## src/design/isaPkg.sv

```systemverilog
//**************************************************
// MIPS instruction-set definitions for the core
// Word and register number types, the instruction
// word views, opcodes and R-type function codes
//**************************************************
package isaPkg;

	localparam int dataWidth = 32; // Machine word
	localparam int regAddrWidth = 5; // 32 registers

	typedef logic [dataWidth-1:0] word_t;
	typedef logic [regAddrWidth-1:0] regAddr_t;

	// R-format fields
	typedef struct packed {
		logic [5:0] opcode;
		regAddr_t rs;
		regAddr_t rt;
		regAddr_t rd;
		logic [4:0] shamt; // Shift amount for sll/srl
		logic [5:0] funct;
	} rFields_t;

	// I-format fields, also holds the 26-bit jump index in its low bits
	typedef struct packed {
		logic [5:0] opcode;
		regAddr_t rs;
		regAddr_t rt;
		logic [15:0] imm;
	} iFields_t;

	typedef union packed {
		rFields_t r;
		iFields_t i;
	} instr_t;

	// Opcodes
	localparam logic [5:0] opR = 6'h00; // Decoded further by funct
	localparam logic [5:0] opJ = 6'h02;
	localparam logic [5:0] opJal = 6'h03;
	localparam logic [5:0] opBeq = 6'h04;
	localparam logic [5:0] opBne = 6'h05;
	localparam logic [5:0] opAddi = 6'h08;
	localparam logic [5:0] opSlti = 6'h0a;
	localparam logic [5:0] opAndi = 6'h0c;
	localparam logic [5:0] opOri = 6'h0d;
	localparam logic [5:0] opLui = 6'h0f;
	localparam logic [5:0] opLw = 6'h23;
	localparam logic [5:0] opSw = 6'h2b;

	// Function codes
	localparam logic [5:0] fnSll = 6'h00;
	localparam logic [5:0] fnSrl = 6'h02;
	localparam logic [5:0] fnJr = 6'h08;
	localparam logic [5:0] fnMovz = 6'h0a;
	localparam logic [5:0] fnMovn = 6'h0b;
	localparam logic [5:0] fnAdd = 6'h20;
	localparam logic [5:0] fnSub = 6'h22;
	localparam logic [5:0] fnAnd = 6'h24;
	localparam logic [5:0] fnOr = 6'h25;
	localparam logic [5:0] fnXor = 6'h26;
	localparam logic [5:0] fnNor = 6'h27;
	localparam logic [5:0] fnSlt = 6'h2a;

	localparam regAddr_t regRa = 5'd31; // Link register for jal

endpackage

```

## src/design/pipePkg.sv

```systemverilog
//**************************************************
// Pipeline control encodings shared by the decoder,
// ALU, forwarding logic and the datapath top
//**************************************************
package pipePkg;

	// Operation class from the main decoder
	typedef enum logic [1:0] {
		aluOpAdd, // Address calc for lw/sw
		aluOpSub, // Compare class, branches
		aluOpFunct, // R-type, look at funct
		aluOpImm // Immediate ops, look at opcode
	} aluOp_t;

	// Operation the ALU actually performs
	typedef enum logic [3:0] {
		ctlAdd,
		ctlSub,
		ctlAnd,
		ctlOr,
		ctlXor,
		ctlNor,
		ctlSlt, // Signed compare
		ctlSll,
		ctlSrl,
		ctlLui // Immediate to upper half
	} aluCtl_t;

	// B operand source
	typedef enum logic [1:0] {
		srcReg,
		srcSignImm,
		srcZeroImm
	} aluSrc_t;

	// Destination register field
	typedef enum logic [1:0] {
		dstRt,
		dstRd,
		dstRa // Register 31 on jal
	} regDst_t;

	// Operand source in EX
	typedef enum logic [1:0] {
		fwdNone, // Value read in ID
		fwdFromWb,
		fwdFromMem
	} fwdSel_t;

	localparam logic [31:0] nopInstr = 32'h0000_0000; // sll $0,$0,0

endpackage

```

## src/design/regFile.sv

```systemverilog
//**************************************************
// Register file, 32 x 32 bits, two read ports
// Read is combinational, write lands at the edge
// WB write is visible to a same-cycle read
//**************************************************
module regFile (
	input logic iCLK,
	input logic iRST,
	input isaPkg::regAddr_t readAddrA,
	input isaPkg::regAddr_t readAddrB,
	input isaPkg::regAddr_t writeAddr,
	input isaPkg::word_t writeData,
	input logic writeEn,
	output isaPkg::word_t readDataA,
	output isaPkg::word_t readDataB
);

	isaPkg::word_t regs [2**isaPkg::regAddrWidth];

	always_ff @(posedge iCLK) begin
		if (iRST) begin
			for (int i = 0; i < 2**isaPkg::regAddrWidth; i++)
				regs[i] <= '0;
		end else if (writeEn && writeAddr != '0) begin
			regs[writeAddr] <= writeData; // $zero never stored
		end
	end

	// $zero reads zero, then bypass, then array
	assign readDataA = (readAddrA == '0) ? '0 :
		(writeEn && writeAddr == readAddrA) ? writeData : regs[readAddrA];
	assign readDataB = (readAddrB == '0) ? '0 :
		(writeEn && writeAddr == readAddrB) ? writeData : regs[readAddrB];

endmodule

```

## src/design/controlUnit.sv

```systemverilog
//**************************************************
// Main decoder, instruction word in ID to the
// control bits carried down the pipeline
//**************************************************
module controlUnit (
	input isaPkg::instr_t instr,
	output pipePkg::regDst_t regDst,
	output pipePkg::aluSrc_t aluSrc,
	output pipePkg::aluOp_t aluOp,
	output logic regWrite,
	output logic memRead,
	output logic memWrite,
	output logic branchEq,
	output logic branchNe,
	output logic jump,
	output logic jumpReg,
	output logic link,
	output logic movN,
	output logic movZ
);

	always_comb begin
		// Defaults act as a nop
		regDst = pipePkg::dstRt;
		aluSrc = pipePkg::srcReg;
		aluOp = pipePkg::aluOpAdd;
		{regWrite, memRead, memWrite} = 3'b000;
		{branchEq, branchNe, jump, jumpReg, link} = 5'b00000;
		{movN, movZ} = 2'b00;
		case (instr.r.opcode)
			isaPkg::opR: begin
				regDst = pipePkg::dstRd;
				aluOp = pipePkg::aluOpFunct;
				case (instr.r.funct)
					isaPkg::fnJr: jumpReg = 1'b1; // No write
					isaPkg::fnMovn: movN = 1'b1; // Write decided later from rt
					isaPkg::fnMovz: movZ = 1'b1;
					default: regWrite = 1'b1;
				endcase
			end
			isaPkg::opJ: jump = 1'b1;
			isaPkg::opJal: begin
				jump = 1'b1;
				link = 1'b1; // Stores PC+4
				regDst = pipePkg::dstRa;
				regWrite = 1'b1;
			end
			isaPkg::opBeq: begin
				branchEq = 1'b1; // Resolved in ID
				aluOp = pipePkg::aluOpSub;
			end
			isaPkg::opBne: begin
				branchNe = 1'b1;
				aluOp = pipePkg::aluOpSub;
			end
			isaPkg::opAddi, isaPkg::opSlti: begin
				aluSrc = pipePkg::srcSignImm;
				aluOp = pipePkg::aluOpImm;
				regWrite = 1'b1;
			end
			isaPkg::opAndi, isaPkg::opOri, isaPkg::opLui: begin
				aluSrc = pipePkg::srcZeroImm; // Logic ops zero-extend
				aluOp = pipePkg::aluOpImm;
				regWrite = 1'b1;
			end
			isaPkg::opLw: begin
				aluSrc = pipePkg::srcSignImm;
				memRead = 1'b1;
				regWrite = 1'b1;
			end
			isaPkg::opSw: begin
				aluSrc = pipePkg::srcSignImm;
				memWrite = 1'b1;
			end
			default: ; // Unknown opcode runs as nop
		endcase
	end

endmodule

```

## src/design/aluUnit.sv

```systemverilog
//**************************************************
// EX stage ALU with its operation decode
// Zero flag reports b == 0 for movn/movz
//**************************************************
module aluUnit (
	input pipePkg::aluOp_t aluOp,
	input isaPkg::instr_t instr,
	input isaPkg::word_t a,
	input isaPkg::word_t b,
	output isaPkg::word_t result,
	output logic zero
);

	pipePkg::aluCtl_t ctl;

	// Class plus funct/opcode to ALU operation
	always_comb begin
		ctl = pipePkg::ctlAdd;
		case (aluOp)
			pipePkg::aluOpSub: ctl = pipePkg::ctlSub;
			pipePkg::aluOpFunct: begin
				case (instr.r.funct)
					isaPkg::fnAdd: ctl = pipePkg::ctlAdd;
					isaPkg::fnSub: ctl = pipePkg::ctlSub;
					isaPkg::fnAnd: ctl = pipePkg::ctlAnd;
					isaPkg::fnOr: ctl = pipePkg::ctlOr;
					isaPkg::fnXor: ctl = pipePkg::ctlXor;
					isaPkg::fnNor: ctl = pipePkg::ctlNor;
					isaPkg::fnSlt: ctl = pipePkg::ctlSlt;
					isaPkg::fnSll: ctl = pipePkg::ctlSll;
					isaPkg::fnSrl: ctl = pipePkg::ctlSrl;
					default: ctl = pipePkg::ctlAdd; // jr, movn, movz
				endcase
			end
			pipePkg::aluOpImm: begin
				case (instr.i.opcode)
					isaPkg::opSlti: ctl = pipePkg::ctlSlt;
					isaPkg::opAndi: ctl = pipePkg::ctlAnd;
					isaPkg::opOri: ctl = pipePkg::ctlOr;
					isaPkg::opLui: ctl = pipePkg::ctlLui;
					default: ctl = pipePkg::ctlAdd; // addi
				endcase
			end
			default: ctl = pipePkg::ctlAdd;
		endcase
	end

	always_comb begin
		case (ctl)
			pipePkg::ctlSub: result = a - b;
			pipePkg::ctlAnd: result = a & b;
			pipePkg::ctlOr: result = a | b;
			pipePkg::ctlXor: result = a ^ b;
			pipePkg::ctlNor: result = ~(a | b);
			pipePkg::ctlSlt: result = {31'b0, $signed(a) < $signed(b)};
			pipePkg::ctlSll: result = b << instr.r.shamt; // Shifts act on rt
			pipePkg::ctlSrl: result = b >> instr.r.shamt;
			pipePkg::ctlLui: result = {b[15:0], 16'h0000};
			default: result = a + b;
		endcase
	end

	assign zero = (b == '0);

endmodule

```

## src/design/forwardUnit.sv

```systemverilog
//**************************************************
// Forwarding selects for the EX operands and for
// the branch comparator in ID
//**************************************************
module forwardUnit (
	input isaPkg::regAddr_t exRs,
	input isaPkg::regAddr_t exRt,
	input isaPkg::regAddr_t idRs,
	input isaPkg::regAddr_t idRt,
	input isaPkg::regAddr_t memDst,
	input isaPkg::regAddr_t wbDst,
	input logic memRegWrite, // Already resolved for movn/movz
	input logic wbWriteEn,
	output pipePkg::fwdSel_t fwdA,
	output pipePkg::fwdSel_t fwdB,
	output logic fwdBranchA,
	output logic fwdBranchB
);

	logic memValid;
	logic wbValid;

	// Writers that really produce a register value
	assign memValid = memRegWrite && memDst != '0;
	assign wbValid = wbWriteEn && wbDst != '0;

	// MEM is the younger result, it wins over WB
	always_comb begin
		fwdA = pipePkg::fwdNone;
		if (memValid && memDst == exRs)
			fwdA = pipePkg::fwdFromMem;
		else if (wbValid && wbDst == exRs)
			fwdA = pipePkg::fwdFromWb;
	end

	always_comb begin
		fwdB = pipePkg::fwdNone;
		if (memValid && memDst == exRt)
			fwdB = pipePkg::fwdFromMem;
		else if (wbValid && wbDst == exRt)
			fwdB = pipePkg::fwdFromWb;
	end

	// ID comparator, WB case is covered by the register file bypass
	assign fwdBranchA = memValid && memDst == idRs;
	assign fwdBranchB = memValid && memDst == idRt;

endmodule

```

## src/design/hazardUnit.sv

```systemverilog
//**************************************************
// Stall detection for load-use into EX and for
// branch/jr operands not yet available in ID
//**************************************************
module hazardUnit (
	input isaPkg::regAddr_t idRs,
	input isaPkg::regAddr_t idRt,
	input isaPkg::regAddr_t exDst,
	input isaPkg::regAddr_t memDst,
	input logic exMemRead,
	input logic exRegWrite,
	input logic memMemRead,
	input logic usesBranchOperands, // beq, bne, jr
	output logic stall
);

	logic exHit;
	logic memHit;
	logic loadUse;
	logic branchWait;

	// ID source matches, $zero never counts
	assign exHit = exDst != '0 && (exDst == idRs || exDst == idRt);
	assign memHit = memDst != '0 && (memDst == idRs || memDst == idRt);

	assign loadUse = exMemRead && exHit; // One bubble
	// Comparator only forwards from MEM ALU results
	assign branchWait = usesBranchOperands &&
		((exRegWrite && exHit) || (memMemRead && memHit));

	assign stall = loadUse || branchWait;

endmodule

```

## src/design/mipsPipeline.sv

```systemverilog
//**************************************************
// Five-stage MIPS core, IF ID EX MEM WB
// Instruction and data memories sit outside and
// answer combinationally; branches resolve in ID
//**************************************************
module mipsPipeline (
	input logic iCLK,
	input logic iRST,
	input isaPkg::word_t initialPc,
	output isaPkg::word_t instrAddr,
	input isaPkg::word_t instrData,
	output isaPkg::word_t dataAddr,
	output isaPkg::word_t dataWriteData,
	output logic dataRead,
	output logic dataWrite,
	input isaPkg::word_t dataReadData
);

	// IF and IF/ID
	isaPkg::word_t pc, ifPc4, nextPc;
	isaPkg::word_t ifIdPc4;
	isaPkg::instr_t ifIdInstr;
	// ID
	pipePkg::regDst_t idRegDst;
	pipePkg::aluSrc_t idAluSrc;
	pipePkg::aluOp_t idAluOp;
	logic idRegWrite, idMemRead, idMemWrite, idBranchEq, idBranchNe;
	logic idJump, idJumpReg, idLink, idMovN, idMovZ;
	isaPkg::word_t idRegA, idRegB, idCmpA, idCmpB, idBranchTarget, idJumpTarget;
	logic idTaken, redirect, stall, fwdBranchA, fwdBranchB;
	// ID/EX
	isaPkg::instr_t exInstr;
	isaPkg::word_t exPc4, exRegA, exRegB;
	pipePkg::regDst_t exRegDst;
	pipePkg::aluSrc_t exAluSrc;
	pipePkg::aluOp_t exAluOp;
	logic exRegWrite, exMemRead, exMemWrite, exLink, exMovN, exMovZ;
	// EX
	pipePkg::fwdSel_t fwdA, fwdB;
	isaPkg::word_t exOpA, exOpB, exAluB, exAluResult, exResult;
	isaPkg::regAddr_t exDst;
	logic exZero, exWriteEff;
	// EX/MEM and MEM/WB
	isaPkg::word_t memResult, memStoreData, wbData;
	isaPkg::regAddr_t memDst, wbDst;
	logic memRegWrite, memMemRead, memMemWrite, wbWriteEn;

	// IF
	assign instrAddr = pc;
	assign ifPc4 = pc + 32'd4;
	// Redirect from ID, held while stalled
	assign nextPc = idJumpReg ? idCmpA : idJump ? idJumpTarget : idTaken ? idBranchTarget : ifPc4;
	assign redirect = !stall && (idJump || idJumpReg || idTaken);

	always_ff @(posedge iCLK) begin
		if (iRST) begin
			pc <= initialPc;
			ifIdInstr <= pipePkg::nopInstr;
			ifIdPc4 <= '0;
		end else if (!stall) begin
			pc <= nextPc;
			ifIdInstr <= redirect ? pipePkg::nopInstr : instrData; // No delay slot
			ifIdPc4 <= ifPc4;
		end
	end

	// ID
	controlUnit controlUnit_i (.instr(ifIdInstr), .regDst(idRegDst), .aluSrc(idAluSrc),
		.aluOp(idAluOp), .regWrite(idRegWrite), .memRead(idMemRead), .memWrite(idMemWrite),
		.branchEq(idBranchEq), .branchNe(idBranchNe), .jump(idJump), .jumpReg(idJumpReg),
		.link(idLink), .movN(idMovN), .movZ(idMovZ));

	regFile regFile_i (.iCLK(iCLK), .iRST(iRST), .readAddrA(ifIdInstr.r.rs),
		.readAddrB(ifIdInstr.r.rt), .writeAddr(wbDst), .writeData(wbData),
		.writeEn(wbWriteEn), .readDataA(idRegA), .readDataB(idRegB));

	hazardUnit hazardUnit_i (.idRs(ifIdInstr.r.rs), .idRt(ifIdInstr.r.rt), .exDst(exDst),
		.memDst(memDst), .exMemRead(exMemRead), .exRegWrite(exWriteEff),
		.memMemRead(memMemRead), .usesBranchOperands(idBranchEq || idBranchNe || idJumpReg),
		.stall(stall));

	assign idCmpA = fwdBranchA ? memResult : idRegA; // Also the jr target
	assign idCmpB = fwdBranchB ? memResult : idRegB;
	assign idTaken = (idBranchEq && idCmpA == idCmpB) || (idBranchNe && idCmpA != idCmpB);
	assign idBranchTarget = ifIdPc4 + {{14{ifIdInstr.i.imm[15]}}, ifIdInstr.i.imm, 2'b00};
	assign idJumpTarget = {ifIdPc4[31:28], ifIdInstr.i.rs, ifIdInstr.i.rt,
		ifIdInstr.i.imm, 2'b00};

	// ID/EX, stall puts a bubble here
	always_ff @(posedge iCLK) begin
		if (iRST || stall) begin
			exInstr <= pipePkg::nopInstr;
			exRegDst <= pipePkg::dstRt;
			exAluSrc <= pipePkg::srcReg;
			exAluOp <= pipePkg::aluOpAdd;
			{exRegWrite, exMemRead, exMemWrite, exLink, exMovN, exMovZ} <= '0;
		end else begin
			exInstr <= ifIdInstr;
			exRegDst <= idRegDst;
			exAluSrc <= idAluSrc;
			exAluOp <= idAluOp;
			{exRegWrite, exMemRead, exMemWrite} <= {idRegWrite, idMemRead, idMemWrite};
			{exLink, exMovN, exMovZ} <= {idLink, idMovN, idMovZ};
		end
	end

	always_ff @(posedge iCLK) begin
		exPc4 <= ifIdPc4;
		exRegA <= idRegA;
		exRegB <= idRegB;
	end

	// EX
	forwardUnit forwardUnit_i (.exRs(exInstr.r.rs), .exRt(exInstr.r.rt),
		.idRs(ifIdInstr.r.rs), .idRt(ifIdInstr.r.rt), .memDst(memDst), .wbDst(wbDst),
		.memRegWrite(memRegWrite), .wbWriteEn(wbWriteEn), .fwdA(fwdA), .fwdB(fwdB),
		.fwdBranchA(fwdBranchA), .fwdBranchB(fwdBranchB));

	assign exOpA = (fwdA == pipePkg::fwdFromMem) ? memResult :
		(fwdA == pipePkg::fwdFromWb) ? wbData : exRegA;
	assign exOpB = (fwdB == pipePkg::fwdFromMem) ? memResult :
		(fwdB == pipePkg::fwdFromWb) ? wbData : exRegB;

	always_comb begin
		case (exAluSrc)
			pipePkg::srcSignImm: exAluB = {{16{exInstr.i.imm[15]}}, exInstr.i.imm};
			pipePkg::srcZeroImm: exAluB = {16'h0000, exInstr.i.imm};
			default: exAluB = exOpB;
		endcase
		case (exRegDst)
			pipePkg::dstRd: exDst = exInstr.r.rd;
			pipePkg::dstRa: exDst = isaPkg::regRa;
			default: exDst = exInstr.r.rt;
		endcase
	end

	aluUnit aluUnit_i (.aluOp(exAluOp), .instr(exInstr), .a(exOpA), .b(exAluB),
		.result(exAluResult), .zero(exZero));

	// Link value or moved rs replace the ALU result
	assign exResult = exLink ? exPc4 : (exMovN || exMovZ) ? exOpA : exAluResult;
	assign exWriteEff = exRegWrite || (exMovN && !exZero) || (exMovZ && exZero);

	// EX/MEM
	always_ff @(posedge iCLK) begin
		if (iRST)
			{memRegWrite, memMemRead, memMemWrite} <= '0;
		else
			{memRegWrite, memMemRead, memMemWrite} <= {exWriteEff, exMemRead, exMemWrite};
	end

	always_ff @(posedge iCLK) begin
		memResult <= exResult;
		memStoreData <= exOpB; // sw data is forwarded rt
		memDst <= exDst;
	end

	// MEM, word access only
	assign dataAddr = memResult;
	assign dataWriteData = memStoreData;
	assign dataRead = memMemRead;
	assign dataWrite = memMemWrite;

	// MEM/WB
	always_ff @(posedge iCLK) begin
		if (iRST)
			wbWriteEn <= 1'b0;
		else
			wbWriteEn <= memRegWrite;
		wbData <= memMemRead ? dataReadData : memResult;
		wbDst <= memDst;
	end

endmodule

```

## config.mk

```make
export PLATFORM = sky130hd
export DESIGN_NAME = mipsPipeline
export DESIGN_NICKNAME = d
export VERILOG_FILES = /design/src/design/isaPkg.sv /design/src/design/pipePkg.sv /design/src/design/regFile.sv /design/src/design/controlUnit.sv /design/src/design/aluUnit.sv /design/src/design/forwardUnit.sv /design/src/design/hazardUnit.sv /design/src/design/mipsPipeline.sv
export SDC_FILE = /design/constraint.sdc
export NUM_CORES = 2
export LEC_CHECK = 0
export BUFFER_PORTS_ARGS = -buffer_cell sky130_fd_sc_hd__buf_2
export CAP_MARGIN = 20
export CORE_ASPECT_RATIO = 1.75
export CORE_UTILIZATION = 40
export CTS_CLUSTER_DIAMETER = 60
export DETAILED_ROUTE_END_ITERATION = 12
export PLACE_DENSITY = 0.66
export SYNTH_ARGS = -nofsm -noshare
export SYNTH_HDL_FRONTEND = slang
export SYNTH_SLANG_ARGS = --single-unit
```

## constraint.sdc

```tcl
create_clock -name iCLK -period 8.2 [get_ports iCLK]
set_input_delay 0.82 -clock iCLK [delete_from_list [all_inputs] [get_ports iCLK]]
set_output_delay 0.82 -clock iCLK [all_outputs]
set_load 0.02 [all_outputs]
```

==> results.json <==
{
  "setup_tns_ns": 0,
  "cts_made_buffers": 140,
  "cts.sinks": 1380,
  "grt_pass1_wl_mm": 521,
  "ys_types": 90,
  "fmax_ghz": 0.131,
  "grt_use_met3": 0.113,
  "synthToLayoutAreaGrowth_pct": 12.5,
  "worst_slack_ns": 0.543,
  "vdd_drop_max_uv": 187,
  "hold_end": "ifIdInstr[10]",
  "setup_violations": 0,
  "place_ws_ns": 1.17,
  "maxSlewHeadroom": 0.0221,
  "core-area_um2": 200000,
  "grt-ovfl-total": 0,
  "hold_depth": 2,
  "path_cells": "or3_1 -> o31ai_4 -> nor3_2 -> buf_4 -> mux2i_1 -> nand2_1 -> and2_1 -> a21oi_2 -> inv_1 -> a21oi_1 -> or2_2 -> a21oi_1 -> mux2i_1 -> o21ai_0 -> o221ai_1 -> a31oi_1",
  "clock_latency_ns": 0.84,
  "worstReg2RegStart": "wbDst[3]",
  "max_stage_delay_ns": 1.02,
  "grt_max_degree": 90,
  "use_met1": 0.375,
  "stdcell_count": 9728,
  "grt_setup_unrepaired": "false",
  "num_rows": 217,
  "start_util": 0.403,
  "finalCritPeriodShare": 0.934,
  "yosys.area.top_type": "edfxtp_1",
  "slowest_stage": "mux2i_1",
  "synth-async-reset-ratio": 0,
  "drt_iter0_markers": 9810,
  "ys_seq_elements": 1380,
  "tritoncts": "yes",
  "ctsHoldBuffers": 0,
  "root_buffer": "clkbuf_16",
  "drcViolationCount": 0,
  "cts.clk_slew.worst_paths_ns": 0.07,
  "synth_top_area_frac": 0.394,
  "crit_required_ns": 8.84,
  "crit_type": "flop to flop",
  "htreeDepth": 4,
  "gr-usage-met2": 0.594,
  "p_leak_uw": 0.0332,
  "grt_most_used_layer": "met2",
  "antenna_found_initial": 56,
  "post_cts_buffers": 0,
  "hpwlAfterDp_mm": 261,
  "seq_area_frac_synth": 0.475,
  "crit_family": "compound AO/OA/AOI/OAI gates",
  "nets": 7196,
  "port_buffers": 195,
  "yosysWarnings": 0,
  "synth_edf_count": 1056,
  "drt_pass1_iterations": 7,
  "grtUsageTotal": 0.373,
  "r2r-end": "dataAddr[2]",
  "ant_nets": 0,
  "worst-r2r-cell-count": 16,
  "setup.worst_path.end_class": "flop",
  "drive_gt1_frac": 0.204,
  "min_from": "instrData[10]",
  "skew_ns": 0.0542,
  "grt_pass1_vias": 63900,
  "pwr_density_cell_nw_per_um2": 250,
  "rrSetupSlack_ns": 0.54,
  "die_h_um": 595,
  "detail_route.wl_per_cell_um": 39.1,
  "post_cts_resize_count": 0,
  "arrival_ns": 8.30,
  "synth.area.top_cells": "edfxtp_1 39%, mux4_2 14%, and2_1 8.2%",
  "postSynthAreaPerCell_um2": 11.7,
  "critPathBufInv": 2,
  "tightest_slew_ns": 1.47,
  "power_uw": 22600,
  "vias_per_cell": 6.71,
  "hold_class": "input pin to flop",
  "final_max_slew_viol_count": 0,
  "ios": 196,
  "fin_util": 0.453,
  "dp_cells": 9425,
  "dieArea_um2": 203000,
  "dr_total_vias": 65300,
  "hold_viol": 0,
  "min_period_ns": 7.66,
  "drv_cap": 0,
  "synth-main-ff-cell": "edfxtp_1",
  "clockBufferDepth": 4,
  "syn_inst": 6875,
  "critPathMaxFanout": 12,
  "die_w_um": 341,
  "synth_area_um2": 80500,
  "routabilityCongestion": 1.13,
  "wl_mm": 380,
  "start_kind": "flop",
  "status": "finished clean"
}
## registers in the layout, summed over array words and instances (netlist names), 2 cells and up, named ones only
signal          count
instrAddr          32
exRegB             32
dataAddr           32
exAluOp             2
exRegA             32
exAluSrc            2
wbDst               5
ifIdPc4            32
ifIdInstr          32
wbData             32
memDst              5
exInstr            32
exRegDst            2
exPc4              32
regFile_i.regs   1024
dataWriteData      32
## kinds of logic after synthesis
kind of cell | Yosys count | share of synthesized area
simple gates | 2119 | 0.141
compound gates | 1381 | 0.112
flops | 1380 | 0.475
mux | 908 | 0.191
buf+inv | 787 | 0.0422
xor+xnor | 165 | 0.0180
fa+ha+maj | 134 | 0.0211
other cells | 1 | 0.0000466
## worst max path at each step
stage | cells past startpoint | start | end | slack (ns)
global route | 23 | wbDst[3] | dataAddr[31] | 0.58
global placement | 22 | wbDst[2] | dataAddr[31] | 1.22
finish | 16 | wbDst[3] | dataAddr[2] | 0.54
CTS | 22 | wbDst[2] | dataAddr[31] | 1.13
detailed placement | 22 | wbDst[3] | dataAddr[31] | 1.17
floorplan | 25 | wbDst[1] | dataAddr[18] | 2.23
## per-layer routing
layer / wire length, um / up-vias
li1: - / 25900
met5: 156 / -
met3: 40400 / 1877
met2: 178000 / 5222
met4: 48700 / 22
met1: 113000 / 32200
## layout make-up
cell class / count / area (um2)
fillers: 18100 / 109000
multi-input cells: 4739 / 39700
flip-flops and latches: 1380 / 38200
repair buffers: 550 / 4080
clock buffers: 170 / 3740
well taps: 2628 / 3290
clock inverters: 71 / 764
inverters: 153 / 578
diodes: 37 / 92.6
## stage by stage
step           hold slack [ns]  cell area [um2]
2_1_floorplan            0.329            80600
3_3_place_gp             0.368            85300
3_5_place_dp             0.367            85500
4_1_cts                  0.222            90000
5_1_grt                  0.229            90400
6_report                 0.232            90500
## report_power, final
part	switching (uW)	internal, uW	total, uW	leakage, uW
combinational	4810	2180	6990	0.0174
clock	2930	3690	6620	0.00221
sequential	953	8050	9000	0.0136
## cell usage in the layout (no fill, tap or decap), types with 32 or more instances in the layout
cell type / synthesis / layout
xnor2_1: 106 / 106
edfxtp_1: 1056 / 1056
o221ai_1: 34 / 34
a22o_1: 61 / 61
buf_2: 85 / 196
nand3_1: 53 / 52
nand4_1: 47 / 47
o31ai_1: 37 / 36
clkbuf_16: 0 / 145
mux4_2: 498 / 498
xor2_1: 59 / 59
conb_1: 1 / 32
nor2b_1: 34 / 33
a211oi_1: 71 / 70
nand2_1: 325 / 325
a221oi_1: 57 / 56
a21oi_1: 348 / 345
nor4_1: 42 / 40
a22oi_1: 109 / 109
dfxtp_1: 324 / 303
mux2i_1: 362 / 362
buf_4: 31 / 315
inv_1: 149 / 149
o22ai_1: 71 / 70
nor3_1: 71 / 69
ha_1: 131 / 131
mux2_2: 47 / 47
a21o_1: 44 / 44
and2_1: 1049 / 1048
o21ai_0: 292 / 242
nor2_1: 393 / 354
a31oi_1: 49 / 47
diode_2: 0 / 37
## synth_stat cells, types with 85 or more instances
master and n:
edfxtp_1 1056, and2_1 1049, mux4_2 498, clkbuf_1 447, nor2_1 393, mux2i_1 362, a21oi_1 348, nand2_1 325
dfxtp_1 324, o21ai_0 292, inv_1 149, ha_1 131, a22oi_1 109, xnor2_1 106, buf_2 85
Note: power is estimated with default switching activity, not from simulation.
